File: config.mk
export PLATFORM = sky130hd
export DESIGN_NAME = cen_top
export DESIGN_NICKNAME = d
export VERILOG_FILES = /design/src/hdl/cen_pkg.sv /design/src/hdl/cen_regs.sv /design/src/hdl/cen_div_bank.sv /design/src/hdl/cen_frac.sv /design/src/hdl/cen_top.sv
export SDC_FILE = /design/constraint.sdc
export NUM_CORES = 1
export LEC_CHECK = 0
export ABC_AREA = 1
export BUFFER_PORTS_ARGS = -buffer_cell sky130_fd_sc_hd__buf_4
export CORE_MARGIN = 4
export CORE_UTILIZATION = 35
export CTS_CLUSTER_SIZE = 25
export DETAILED_ROUTE_END_ITERATION = 6
export SLEW_MARGIN = 40
export SYNTH_ARGS = -nofsm -noshare
export SYNTH_HDL_FRONTEND = slang
export SYNTH_HIERARCHICAL = 1
export SYNTH_SLANG_ARGS = --single-unit
File: constraint.sdc
create_clock -name clk -period 3.1 [get_ports clk]
set_input_delay 0.155 -clock clk [delete_from_list [all_inputs] [get_ports clk]]
set_output_delay 0.155 -clock clk [all_outputs]
set_load 0.01 [all_outputs]
File: src/hdl/cen_pkg.sv
// Package for the clock enable subsystem: widths, register map, divider and reset constants
package cen_pkg;

    //////////////////////////////////////////////////////////////////////
    // Bus and datapath widths
    //////////////////////////////////////////////////////////////////////

    localparam int apb_addr_w = 4;      // Byte offset within the register block
    localparam int apb_data_w = 32;
    localparam int acc_w      = 16;     // Accumulator, step and limit
    localparam int pcount_w   = 32;     // Fractional pulse counter

    //////////////////////////////////////////////////////////////////////
    // Register map
    //////////////////////////////////////////////////////////////////////

    // Word-aligned offsets; anything else answers with pslverr
    typedef enum logic [apb_addr_w-1:0] {
        reg_ctrl   = 4'h0,              // Enable bits
        reg_step   = 4'h4,              // Accumulator step
        reg_limit  = 4'h8,              // Accumulator limit
        reg_pcount = 4'hC               // Pulse count, write clears
    } cen_reg_e;

    // Control register bit positions
    localparam int ctrl_bank_bit = 0;   // Fixed divider bank
    localparam int ctrl_frac_bit = 1;   // Fractional generator

    //////////////////////////////////////////////////////////////////////
    // Reset values and divider constants
    //////////////////////////////////////////////////////////////////////

    // 48 MHz * 105 / 1408 = 3.579545 MHz, the NTSC colour burst rate
    localparam logic [acc_w-1:0] step_reset  = 16'd105;
    localparam logic [acc_w-1:0] limit_reset = 16'd1408;

    // Last state of the modulo-six counter behind cen8 and cen4
    localparam logic [2:0] div6_last = 3'd5;

endpackage

File: src/hdl/cen_regs.sv
// APB slave holding control, step, limit and fractional pulse-count registers
module cen_regs (
    input  logic                              clk,
    input  logic                              reset,
    // APB slave side
    input  logic                              psel,
    input  logic                              penable,
    input  logic                              pwrite,
    input  logic [cen_pkg::apb_addr_w-1:0]    paddr,
    input  logic [cen_pkg::apb_data_w-1:0]    pwdata,
    output logic [cen_pkg::apb_data_w-1:0]    prdata,
    output logic                              pready,
    output logic                              pslverr,
    // Pulse to be counted
    input  logic                              cen_frac,
    // Generator controls
    output logic                              bank_en,
    output logic                              frac_en,
    output logic [cen_pkg::acc_w-1:0]         step,
    output logic [cen_pkg::acc_w-1:0]         limit,
    output logic                              frac_load
);

    logic                               access;     // Second cycle of a transfer
    logic                               addr_ok;    // Offset is a known register
    logic                               wr_en;      // Valid write, commits at this edge
    logic                               pcount_clr;
    logic [cen_pkg::apb_data_w-1:0]     rd_mux;
    logic [cen_pkg::pcount_w-1:0]       pcount;     // Pulses since last clear

    //////////////////////////////////////////////////////////////////////
    // Transfer decode
    //////////////////////////////////////////////////////////////////////

    assign access     = psel & penable;
    assign wr_en      = access & pwrite & addr_ok;
    assign pcount_clr = wr_en & (paddr == cen_pkg::reg_pcount);

    // Offset check and read data, zero for unknown offsets
    always_comb begin
        addr_ok = 1'b1;
        rd_mux  = '0;
        case (cen_pkg::cen_reg_e'(paddr))
            cen_pkg::reg_ctrl: begin
                rd_mux[cen_pkg::ctrl_bank_bit] = bank_en;
                rd_mux[cen_pkg::ctrl_frac_bit] = frac_en;
            end
            cen_pkg::reg_step:   rd_mux[cen_pkg::acc_w-1:0]    = step;
            cen_pkg::reg_limit:  rd_mux[cen_pkg::acc_w-1:0]    = limit;
            cen_pkg::reg_pcount: rd_mux[cen_pkg::pcount_w-1:0] = pcount;
            default:             addr_ok = 1'b0;    // Hole in the map
        endcase
    end

    // Zero wait states, data only in the access cycle of a read
    assign pready  = 1'b1;
    assign prdata  = (access & ~pwrite) ? rd_mux : '0;
    assign pslverr = access & ~addr_ok;

    //////////////////////////////////////////////////////////////////////
    // Control registers
    //////////////////////////////////////////////////////////////////////

    always_ff @(posedge clk) begin
        if (reset) begin
            bank_en   <= 1'b0;
            frac_en   <= 1'b0;
            step      <= cen_pkg::step_reset;
            limit     <= cen_pkg::limit_reset;
            frac_load <= 1'b0;
        end else begin
            frac_load <= 1'b0;                      // Strobe by default
            if (wr_en) begin
                case (cen_pkg::cen_reg_e'(paddr))
                    cen_pkg::reg_ctrl: begin
                        bank_en <= pwdata[cen_pkg::ctrl_bank_bit];
                        frac_en <= pwdata[cen_pkg::ctrl_frac_bit];
                    end
                    cen_pkg::reg_step: begin
                        step      <= pwdata[cen_pkg::acc_w-1:0];
                        frac_load <= 1'b1;          // Restart accumulator next cycle
                    end
                    cen_pkg::reg_limit: begin
                        limit     <= pwdata[cen_pkg::acc_w-1:0];
                        frac_load <= 1'b1;
                    end
                    default: ;                      // pcount handled below
                endcase
            end
        end
    end

    // Pulse counter, a clear wins over a coincident pulse
    always_ff @(posedge clk) begin
        if (reset) begin
            pcount <= '0;
        end else if (pcount_clr) begin
            pcount <= '0;
        end else if (cen_frac) begin
            pcount <= pcount + cen_pkg::pcount_w'(1);
        end
    end

    //////////////////////////////////////////////////////////////////////
    // Checks
    //////////////////////////////////////////////////////////////////////

    // Access phase never appears outside a selected transfer
    a_penable_psel: assert property (@(posedge clk) disable iff (reset)
        penable |-> psel);

    // Setup cycle is always followed by its access cycle
    a_setup_access: assert property (@(posedge clk) disable iff (reset)
        (psel && !penable) |=> (psel && penable));

    // Two-cycle transfers keep the reload strobe isolated
    a_load_single: assert property (@(posedge clk) disable iff (reset)
        frac_load |=> !frac_load);

endmodule

File: src/hdl/cen_div_bank.sv
// Fixed-ratio clock enable bank: 12, 6, 3 MHz with 180 degree partners, plus 8 and 4 MHz
module cen_div_bank (
    input  logic clk,           // 48 MHz
    input  logic reset,
    input  logic bank_en,       // Counters hold while low
    output logic cen12,
    output logic cen12b,
    output logic cen6,
    output logic cen6b,
    output logic cen3,
    output logic cen3b,
    output logic cen8,
    output logic cen4
);

    logic [3:0] cnt;            // Free-running binary counter
    logic [2:0] cnt6;           // Modulo-six counter
    logic       tog;            // Halves the modulo-six rate
    logic       wrap6;

    assign wrap6 = (cnt6 == cen_pkg::div6_last);

    //////////////////////////////////////////////////////////////////////
    // Counters
    //////////////////////////////////////////////////////////////////////

    always_ff @(posedge clk) begin
        if (reset) begin
            cnt  <= '0;
            cnt6 <= '0;
            tog  <= 1'b0;
        end else if (bank_en) begin
            cnt  <= cnt + 4'd1;
            cnt6 <= wrap6 ? 3'd0 : cnt6 + 3'd1;
            tog  <= tog ^ wrap6;                // Flips once per six cycles
        end
    end

    //////////////////////////////////////////////////////////////////////
    // Registered decodes, one cycle behind the counters
    //////////////////////////////////////////////////////////////////////

    // Gated by bank_en so a held counter gives no pulses
    always_ff @(posedge clk) begin
        if (reset) begin
            cen12  <= 1'b0;
            cen12b <= 1'b0;
            cen6   <= 1'b0;
            cen6b  <= 1'b0;
            cen3   <= 1'b0;
            cen3b  <= 1'b0;
            cen8   <= 1'b0;
            cen4   <= 1'b0;
        end else begin
            // Divide by 4
            cen12  <= bank_en && (cnt[1:0] == 2'd0);
            cen12b <= bank_en && (cnt[1:0] == 2'd2);    // Half period later
            // Divide by 8
            cen6   <= bank_en && (cnt[2:0] == 3'd0);
            cen6b  <= bank_en && (cnt[2:0] == 3'd4);
            // Divide by 16
            cen3   <= bank_en && (cnt == 4'h0);
            cen3b  <= bank_en && (cnt == 4'h8);
            // Divide by 6 and 12
            cen8   <= bank_en && (cnt6 == 3'd0);
            cen4   <= bank_en && (cnt6 == 3'd0) && tog;
        end
    end

endmodule

File: src/hdl/cen_frac.sv
// Fractional clock enable phase accumulator with half-rate output and restart on bad state
module cen_frac (
    input  logic                        clk,
    input  logic                        reset,
    input  logic                        frac_en,
    input  logic                        frac_load,      // Step or limit just changed
    input  logic [cen_pkg::acc_w-1:0]   step,
    input  logic [cen_pkg::acc_w-1:0]   limit,
    output logic                        cen_frac,
    output logic                        cen_frac_half
);

    logic [cen_pkg::acc_w-1:0]  acc;        // Phase kept below limit in normal running
    logic                       half_phase; // Low when the next pulse also goes to half
    logic [cen_pkg::acc_w:0]    next_sum;   // One extra bit against overflow
    logic [cen_pkg::acc_w:0]    remainder;
    logic [cen_pkg::acc_w:0]    absmax;
    logic                       wrap;
    logic                       bad_acc;

    //////////////////////////////////////////////////////////////////////
    // Accumulator arithmetic
    //////////////////////////////////////////////////////////////////////

    assign next_sum  = {1'b0, acc} + {1'b0, step};
    assign remainder = next_sum - {1'b0, limit};   // Fraction carried past the wrap
    assign absmax    = {1'b0, limit} + {1'b0, step};
    assign wrap      = (next_sum >= {1'b0, limit});
    assign bad_acc   = ({1'b0, acc} > absmax);     // Unreachable in normal running

    //////////////////////////////////////////////////////////////////////
    // Phase and output registers
    //////////////////////////////////////////////////////////////////////

    always_ff @(posedge clk) begin
        if (reset) begin
            acc           <= '0;
            half_phase    <= 1'b0;
            cen_frac      <= 1'b0;
            cen_frac_half <= 1'b0;
        end else if (frac_load || bad_acc) begin
            // Restart from zero phase so the next pulse counts as first
            acc           <= '0;
            half_phase    <= 1'b0;
            cen_frac      <= 1'b0;
            cen_frac_half <= 1'b0;
        end else if (frac_en && wrap) begin
            acc           <= remainder[cen_pkg::acc_w-1:0];
            cen_frac      <= 1'b1;
            cen_frac_half <= ~half_phase;   // First, third, fifth...
            half_phase    <= ~half_phase;
        end else begin
            if (frac_en) begin
                acc <= next_sum[cen_pkg::acc_w-1:0];
            end
            cen_frac      <= 1'b0;
            cen_frac_half <= 1'b0;
        end
    end

    //////////////////////////////////////////////////////////////////////
    // Checks
    //////////////////////////////////////////////////////////////////////

    // Half-rate pulse is always a subset of the full-rate pulse
    a_half_subset: assert property (@(posedge clk) disable iff (reset)
        cen_frac_half |-> cen_frac);

endmodule

File: src/hdl/cen_top.sv
// Top level of the clock enable subsystem: APB registers, fixed divider bank, fractional generator
module cen_top (
    input  logic                              clk,        // 48 MHz
    input  logic                              reset,
    // APB slave
    input  logic                              psel,
    input  logic                              penable,
    input  logic                              pwrite,
    input  logic [cen_pkg::apb_addr_w-1:0]    paddr,
    input  logic [cen_pkg::apb_data_w-1:0]    pwdata,
    output logic [cen_pkg::apb_data_w-1:0]    prdata,
    output logic                              pready,
    output logic                              pslverr,
    // Fixed enables
    output logic                              cen12,
    output logic                              cen12b,
    output logic                              cen6,
    output logic                              cen6b,
    output logic                              cen3,
    output logic                              cen3b,
    output logic                              cen8,
    output logic                              cen4,
    // Fractional enables
    output logic                              cen_frac,
    output logic                              cen_frac_half
);

    logic                       bank_en;
    logic                       frac_en;
    logic                       frac_load;
    logic [cen_pkg::acc_w-1:0]  step;
    logic [cen_pkg::acc_w-1:0]  limit;

    //////////////////////////////////////////////////////////////////////
    // Register block
    //////////////////////////////////////////////////////////////////////

    cen_regs i_regs (
        .clk       (clk),
        .reset     (reset),
        .psel      (psel),
        .penable   (penable),
        .pwrite    (pwrite),
        .paddr     (paddr),
        .pwdata    (pwdata),
        .prdata    (prdata),
        .pready    (pready),
        .pslverr   (pslverr),
        .cen_frac  (cen_frac),      // Counted for rate measurement
        .bank_en   (bank_en),
        .frac_en   (frac_en),
        .step      (step),
        .limit     (limit),
        .frac_load (frac_load)
    );

    //////////////////////////////////////////////////////////////////////
    // Generators
    //////////////////////////////////////////////////////////////////////

    cen_div_bank i_div_bank (
        .clk     (clk),
        .reset   (reset),
        .bank_en (bank_en),
        .cen12   (cen12),
        .cen12b  (cen12b),
        .cen6    (cen6),
        .cen6b   (cen6b),
        .cen3    (cen3),
        .cen3b   (cen3b),
        .cen8    (cen8),
        .cen4    (cen4)
    );

    cen_frac i_frac (
        .clk           (clk),
        .reset         (reset),
        .frac_en       (frac_en),
        .frac_load     (frac_load),
        .step          (step),
        .limit         (limit),
        .cen_frac      (cen_frac),
        .cen_frac_half (cen_frac_half)
    );

endmodule

After elaboration in Yosys (flattened, before gate mapping)
Index checks and enable logic that the tools add are counted.
{"block": "word_totals", "ff_bits": 102, "wordCells": 83}
{"block": "classes", "n_addsub": 6, "magnitude_cmp": 2, "n_eq_ne": 7, "mux": 10, "bitwise": 12, "reduce_logical": 25}
{"op": "$mux W16", "count": 3}
{"op": "$pmux W14 S3", "count": 1}
{"op": "$add A16 B16 Y17", "count": 2}
{"op": "$add A32 B1 Y32 const B", "count": 1}
{"op": "$mux W32", "count": 1}
{"op": "$ge A17 B16 Y1", "count": 1}
{"op": "$gt A16 B17 Y1", "count": 1}
{"op": "$sub A16 B16 Y16", "count": 1}
{"op": "$eq A4 B4 Y1 const B", "count": 3}
{"op": "$logic_and A1 B1 Y1", "count": 9}
{"op": "$logic_not A4 Y1", "count": 2}
{"op": "$pmux W2 S4", "count": 1}
{"op": "$reduce_or A2 Y1", "count": 4}
{"op": "$and A1 B1 Y1", "count": 6}
{"op": "$eq A3 B3 Y1 const B", "count": 2}
{"op": "$logic_not A3 Y1", "count": 2}
{"op": "$reduce_and A2 Y1", "count": 3}
{"op": "$not A1 Y1", "count": 5}
{"op": "$add A4 B1 Y4 const B", "count": 1}
{"op": "$eq A4 B3 Y1 const B", "count": 1}
{"op": "$reduce_or A4 Y1", "count": 1}
{"op": "$add A3 B1 Y3 const B", "count": 1}
{"op": "$mux W1", "count": 3}
{"op": "$mux W3", "count": 1}
{"op": "other kinds (6)", "count": 6}

Longest topological paths before layout
Gate-level depths: netlist (run 1).
{"block": "logic_depth", "depth_word": 6, "ltp_mapped": 24, "mapped_depth_nobuf": 24}

Hierarchy
Netlist (run 1), hierarchy kept.
{"mod": "cen_frac", "instances": 1, "cells_per_inst": 628, "area_each_um2": 3857.4}
{"mod": "cen_regs", "instances": 1, "cells_per_inst": 584, "area_each_um2": 3696.0}
{"mod": "cen_div_bank", "instances": 1, "cells_per_inst": 72, "area_each_um2": 621.8}

Worst setup path after synthesis (run 1)
Ideal clock, no wire load.
{"block": "synth_timing", "kind": "register -> register", "from": "register i_regs/step[0] in the netlist's numbering", "to": "register i_frac/acc[9] in the netlist's numbering", "setup_time_ns": 0.113, "arrival_time_ns": 3.146, "setup_slack_ns": -0.159, "path_stages_with_launch": 25, "path_buffers": 1, "period_less_slack_ns": 3.259, "cell_sequence": "dfxtp_1 -> ha_1 -> fa_1 -> nand3_1 -> nand3_1 -> nand2_1 -> nand3_1 -> nand3_1 -> nand2_1 -> or2_2 -> nand2_1 -> inv_1 -> ha_1 -> nand2_1 -> nor2_2 -> nand2_1 -> nor2_2 -> nor2_1 -> o21ai_2 -> nand2_4 -> nand2_8 -> buf_12 -> nand3_1 -> o21ai_1 -> nor2_1"}
{"block": "synth_between", "elab_chain_cells": 4}
{"item": "from (decl)", "line": "cen_regs.sv:19", "text": "output logic [cen_pkg::acc_w-1:0] step,"}
{"item": "from (signal assigned)", "line": "cen_regs.sv:68", "text": "step <= cen_pkg::step_reset;"}
{"item": "from (signal assigned)", "line": "cen_regs.sv:80", "text": "step <= pwdata[cen_pkg::acc_w-1:0];"}
{"item": "$add A16 B16 Y17, on equally long branches", "line": "cen_frac.sv:25, cen_frac.sv:27"}
{"item": "$ge A17 B16 Y1 or $gt A16 B17 Y1 (tied branches)", "line": "cen_frac.sv:28, cen_frac.sv:29"}
{"item": "$logic_and A1 B1 Y1 or $logic_or A1 B1 Y1 (tied branches)", "line": "cen_frac.sv:47, cen_frac.sv:41"}
{"item": "$mux W16, or another cell as far along", "line": "cen_frac.sv:47", "text": "end else if (frac_en && wrap) begin"}
{"item": "to (signal assigned)", "line": "cen_frac.sv:48", "text": "acc <= remainder[cen_pkg::acc_w-1:0];"}
{"item": "to (signal assigned)", "line": "cen_frac.sv:54", "text": "acc <= next_sum[cen_pkg::acc_w-1:0];"}
{"item": "to (decl)", "line": "cen_frac.sv:13", "text": "logic [cen_pkg::acc_w-1:0] acc;"}
Several ways; a longest one is shown, not always the timed one. The select of a mux whose other input is x is not followed.
A chain may end at the register's enable or synchronous reset.

Worst setup path in the final report (run 1)
{"block": "layout_timing", "from": "register i_regs/step[0] in the netlist's numbering", "to": "register i_frac/acc[2] in the netlist's numbering"}
The elaborated chain is that of the path after synthesis.

==> flow_summary.ini, run 1 <==
[status]
run_status = finished with violations
violations = negative setup slack

[synthesis]
yosysSeqAreaShare = 0.2498
synth_common_cells = 332 x nand2_1, 180 x inv_1, 168 x nor2_1, 102 x dfxtp_1, 101 x nand3_1
synth_top_area_frac = 0.2498
synth_cells = 1284
synth_area_leaders = dfxtp_1 25%, nand2_1 15%, ha_1 10%, inv_1 8.3%, nor2_1 7.7%
synth.largest_area_cell = dfxtp_1
netlist_area_mm2 = 0.008175
yosysMostFrequentCell = nand2_1
yosysUniqueCellTypes = 52
synth_edf_count = 0
syn-num-nets = 1396
ys.flop_type = dfxtp_1
synth.yosys.warnings = 6
syn_area_per_cell_um2 = 6.367
synth-seq-cells = 102
ys_async_sr_fraction = 0

[route]
vias_per_cell = 4.811
num_vias = 8607
routed_wl_mm = 25.79
drt_iter0_drc = 477
top_layer_used = met4
routedWlPerCell_um = 14.42
ant_nets = 0
drc = 0
firstDrtPassIters = 6
wl_met3_mm = 1.079
wl_met2_mm = 12.31
m1WireLength_mm = 11.88

[power]
power_density_mw_per_mm2 = 250.4
ir_drop_v = 0.0002490
report.power.total_w = 0.002696
p_leak_nw = 5.348

[finish]
n_fill_cell = 2345
nNetsFinal = 1583
antennaDiodeCount = 0
drive_gt1_frac = 0.2453
final_util = 0.4727
syn_to_final_growth_pct = 31.71
final_cell_area_mm2 = 0.01077

[worst_setup_path]
rr_worst_depth = 24
critPathKind = flop to flop
r2r-end = i_frac/acc[2]$_SDFFE_PP0P_
reg2reg_setup_slack_ns = -0.09
cp_max_fo = 7
critPathLaunchType = flop
cp.arrival_ns = 3.45
r2r-start = i_regs/step[0]$_SDFFE_PP1P_
cp.required_ns = 3.35
endpoint_kind = flop

[worst_hold_path]
holdPathStages = 3
min_from = pwdata[10]
min_path_type = input port to flop
min_delay_worst_endpoint = i_regs/limit[10]$_SDFFE_PP1P_

[run]
drv_cap = 0

[grt]
track_usage = 0.1944
grt_pass1_wl_mm = 41.06
grt_start_max_net_pins = 35
grt-ovfl-total = 0
grt_pass1_vias = 8297
antenna_found_initial = 0

[clock_network]
cts_root_buf = clkbuf_16
tritoncts = done
clk_latency_ns = 0.36
cts_made_buffers = 9
cts_sinks = 102
clk_pin_slew_worst_paths_ns = 0.08
clk_path_buf_depth = 2
cts-htree-levels = 3
postCtsHoldBufs = 0

[placement]
gp_congestion = 0.8763
dpl-instance-area_mm2 = 0.009799
dp_hpwl_mm = 20.20
portBuffers = 67

[timing]
layout_setup_ws_ns = -0.09416
setup_viol = 18
slew_headroom = 0.4103
finalHoldViolations = 0
finalMaxSlewViolations = 0
rsz0062_at_grt = yes
finalCritPeriodShare = 1.030
tightest_slew_ns = 0.8835
fin_skew_ns = 0.01211
fin_crit_ns = 3.194
fmax_mhz = 313.1

[floorplanning]
num_io_pins = 85
die_area_mm2 = 0.02587
initial_core_util = 0.3589
rows = 55
die_w_um = 160.8
core_mm2 = 0.02278
die_h_um = 160.8
[where the power goes]
part	internal, W	switching (W)	total, W
clock	0.000575	0.000605	0.00118
sequential	0.00131	0.00000295	0.00131
combinational	0.0000805	0.000122	0.000202
[cells by family after synthesis]
| logic type | Yosys count | synth area share |
|---|---|---|
| flops | 102 | 0.2498 |
| compound gates | 158 | 0.1091 |
| other cells | 1 | 0.0004587 |
| xor+xnor | 37 | 0.03964 |
| fa+ha+maj | 71 | 0.1114 |
| simple gates | 703 | 0.3817 |
| buf+inv | 212 | 0.1079 |
[timing repair]
item	CTS	global route
cloned	1	2
setup buffers	11	2
gates resized for setup	54	58
endpoints found under the hold margin	0	0
pin swaps	28	38
setup endpoints to repair	19	19
[routing by layer]
metal | GRT usage | up-vias
li1 | - | 4474
met1 | 0.2543 | 3911
met2 | 0.3363 | 195
met3 | 0.02156 | 27
met4 | 0.06049 | 0
met5 | 0 | -
[critical path, cell delays in order, from the launching register on]
cell	delay [ns]
dfxtp_2	0.35
ha_4	0.17
fa_2	0.39
nand3_2	0.09
nand3_4	0.09
nand2_2	0.07
nand3_2	0.07
nand3_2	0.08
nand2_2	0.06
or2_4	0.23
nand2_4	0.07
inv_2	0.04
ha_4	0.29
nand2_4	0.06
nor2_4	0.09
nand2_2	0.08
nor2_4	0.18
nor3_2	0.06
nand2_2	0.10
nand2_8	0.12
buf_6	0.17
nand4_1	0.06
nand3_1	0.08
nand2_1	0.06
inv_1	0.03
[layout by cell type, fill, tap and decap left out, drive strengths merged, types with 11 or more instances in the layout]
cell / netlist / layout
inv: 189 / 193
o211ai: 11 / 11
a21oi: 78 / 78
o21ai: 49 / 49
nor2: 185 / 185
xnor2: 16 / 16
xor2: 21 / 21
nand2: 348 / 351
nand3: 105 / 105
ha: 68 / 68
nor3: 26 / 26
buf: 16 / 195
dfxtp: 102 / 102
nand4: 19 / 19
[how the worst max path moves through the flow]
stage | end | from | slack (ns)
floorplan | i_frac/acc[9]$_SDFFE_PP0P_ | i_regs/step[0]$_SDFFE_PP1P_ | 0.03
global placement | i_frac/acc[2]$_SDFFE_PP0P_ | i_regs/step[0]$_SDFFE_PP1P_ | -0.16
detailed placement | i_frac/acc[2]$_SDFFE_PP0P_ | i_regs/step[0]$_SDFFE_PP1P_ | -0.21
CTS | i_frac/acc[13]$_SDFFE_PP0P_ | i_frac/acc[0]$_SDFFE_PP0P_ | -0.04
global route | i_frac/acc[15]$_SDFFE_PP0P_ | i_regs/step[0]$_SDFFE_PP1P_ | -0.28
finish | i_frac/acc[2]$_SDFFE_PP0P_ | i_regs/step[0]$_SDFFE_PP1P_ | -0.09
[flip-flops by register name, summed over array words and instances (netlist names)]
| register | cells |
|---|---|
| i_regs/limit | 16 |
| i_frac/half_phase | 1 |
| i_div_bank/cen12 | 1 |
| i_div_bank/tog | 1 |
| i_frac/cen_frac_half | 1 |
| i_frac/acc | 16 |
| i_regs/frac_load | 1 |
| i_div_bank/cen4 | 1 |
| i_div_bank/cen6 | 1 |
| i_div_bank/cen3 | 1 |
| i_regs/step | 16 |
| i_regs/bank_en | 1 |
| i_div_bank/cnt | 4 |
| i_div_bank/cnt6 | 3 |
| i_div_bank/cen8 | 1 |
| i_div_bank/cen6b | 1 |
| i_frac/cen_frac | 1 |
| i_regs/frac_en | 1 |
| i_div_bank/cen12b | 1 |
| i_regs/pcount | 32 |
| i_div_bank/cen3b | 1 |
[final cells by class]
class | instances | area [um^2] | share of cell area
multi-input cells | 973 | 5811 | 0.5396
flip-flops and latches | 102 | 2052 | 0.1906
repair buffers | 195 | 1495 | 0.1389
inverters | 190 | 718.2 | 0.06670
well taps | 313 | 391.6 | 0.03637
clock buffers | 9 | 225.2 | 0.02092
clock inverters | 7 | 75.07 | 0.006972
[through the flow]
stage	worst slack (ns)	hold WS [ns]	instances	TNS, ns
finish	-0.09416	0.02510	1789	-1.132
global route	-0.2768	0.02600	1789	-4.571
CTS	-0.03636	0.01091	1785	-0.2721
detailed placement	-0.2140	0.3935	1757	-3.346
global placement	-0.1573	0.3944	1757	-2.072
floorplan	0.02627	0.2174	1284	0
Note: power is estimated with default switching activity, not from simulation.
==> inputs of run 2 (changes only) <==
Settings changed: CORE_ASPECT_RATIO set to 1.5, GPL_ROUTABILITY_DRIVEN set to 1.
Clock period 3.1 ns to 3.6 ns, I/O delays scaled along.
==> flow_summary.ini, run 2 (synthesis gave the netlist of run 1 again) <==
[route]
drt_iter0_drc = 358
ant_nets = 0
routed_wl_mm = 25.06
num_vias = 8169
routedWlPerCell_um = 15.26
vias_per_cell = 4.975
drc = 0
firstDrtPassIters = 5

[timing]
fmax_mhz = 294.5
finalMaxSlewViolations = 0
setup_viol = 0
finalHoldViolations = 0
tightest_slew_ns = 0.8745
slew_headroom = 0.4149
rsz0062_at_grt = yes
fin_skew_ns = 0.01475
fin_crit_ns = 3.396
finalCritPeriodShare = 0.9433

[worst_hold_path]
min_path_type = input port to flop
min_from = pwdata[8]

[clock_network]
cts_made_buffers = 9
tritoncts = done
clk_pin_slew_worst_paths_ns = 0.08
clk_path_buf_depth = 2
cts_sinks = 102
cts_root_buf = clkbuf_16
clk_latency_ns = 0.36
cts-htree-levels = 3
postCtsHoldBufs = 0

[worst_setup_path]
critPathKind = flop to flop
cp_max_fo = 5
endpoint_kind = flop
reg2reg_setup_slack_ns = 0.20
crit_buf_inv = 3
path_cells = buf_4 > ha_1 > fa_1 > nand3_1 > nand3_2 > nand3_1 > nand3_2 > a21oi_1 > xor2_1 > ha_1 > nand2_1 > nor2_1 > nand4_1 > nor2_1 > nor3_1 > nand2_1 > nor2_1 > nand2_2 > nand2_4 > inv_1 > nand2_1 > inv_1
critPathLaunch = i_regs/step[0]$_SDFFE_PP1P_
cp.required_ns = 3.85
cp.arrival_ns = 3.65
cp_top_family = simple AND/OR/NAND/NOR gates
cpMaxStageDelayCell = fa_1
r2r-start = i_regs/step[0]$_SDFFE_PP1P_
critPathMaxStageDelay_ns = 0.41
critPathLaunchType = flop

[finish]
syn_to_final_growth_pct = 14.49
antennaDiodeCount = 0
final_cell_area_mm2 = 0.009360
mostFrequentLayoutCell = nand2_1
fin_cells = 1642
final_cell_mix = 331 x nand2_1, 179 x inv_1, 168 x nor2_1
largest-register = i_regs/pcount
drive_gt1_frac = 0.1278
nNetsFinal = 1469
largest_register_ffs = 32

[grt]
antenna_found_initial = 0
grt_pass1_vias = 8152
grt-ovfl-total = 0
grt_start_max_net_pins = 35
track_usage = 0.1916
grt_pass1_wl_mm = 39.81

[placement]
portBuffers = 67
gp_congestion = 0.9063
dp.cells = 1625
dp_hpwl_mm = 20.58
dpl-instance-area_mm2 = 0.008997

[run]
drv_cap = 0

[floorplanning]
core_mm2 = 0.02297
die_area_mm2 = 0.02592
num_io_pins = 85
initial_core_util = 0.3559
die_h_um = 195.2
rows = 68
die_w_um = 132.8

[power]
ir_drop_v = 0.0002692
p_leak_nw = 4.713
power_density_mw_per_mm2 = 241.7

[status]
run_status = complete, no violations
-- run 2: cell count changes in the layout (fill, tap and decap cells not counted), moves of 10 or more --
| cell | change |
|---|---|
| ha_1 | +12 |
| nand2_2 | -10 |
| nand3_1 | +12 |
| nand2_1 | +12 |
| ha_4 | -12 |
| buf_4 | -106 |
-- run 2: metrics by stage --
stage	hold slack, ns	util	setup WS (ns)	total power, W	setup TNS (ns)
after floorplan	0.2424	-	0.3407	0.001247	0
after global placement	0.4019	0.3917	0.06460	0.001305	0
after detailed placement	0.4048	0.3917	0.04610	0.001307	0
after CTS	0.02552	0.4045	0.01575	0.002288	0
after global routing	0.05717	0.4075	-0.006185	0.002349	-0.01190
final	0.03516	0.4075	0.2042	0.002262	0
-- run 2: final timing paths --
check / end / depth (start not counted)
setup / recovery: i_frac/acc[15]$_SDFFE_PP0P_ / 22
hold / removal: i_regs/limit[8]$_SDFFE_PP1P_ / 3
setup reg to reg: i_frac/acc[15]$_SDFFE_PP0P_ / 22
hold reg to reg: i_div_bank/cen3$_SDFF_PP0_ / 1
-- run 2: worst min-delay path, delay by kind of cell --
family | cells | cell delay (ns)
buffers and inverters | 1 | 0.08
and+or+nand+nor | 2 | 0.10
-- run 2: routing by layer --
layer  vias to the layer above  GRT usage  wire length [um]
met3                        58    0.02036               689
met2                       152     0.3824             13930
met1                      3712     0.1890              9313
li1                       4247          -                 -
met5                         -          0                 0
met4                         0     0.1021              1132
-- run 2: final cells by class --
type | count | area (um^2)
clock buffers | 11 | 252.7
clock inverters | 5 | 41.29
fillers | 2480 | 13610
inverters | 190 | 718.2
multi-input cells | 970 | 5313
flip-flops and latches | 102 | 2042
well taps | 280 | 350.3
repair buffers | 84 | 643.1
-- run 2: what timing repair did --
action	in CTS	in global routing
endpoints found under the hold margin	0	0
resized for setup	0	13
setup buffers	0	1
setup endpoints to repair	0	19
-- run 2: power breakdown --
| part | internal, W | total (W) | leakage (nW) | switching [W] |
|---|---|---|---|---|
| registers | 0.00113 | 0.00113 | 0.822 | 0.00000327 |
| clock network | 0.000515 | 0.000980 | 0.144 | 0.000465 |
| logic | 0.0000525 | 0.000149 | 3.75 | 0.0000962 |
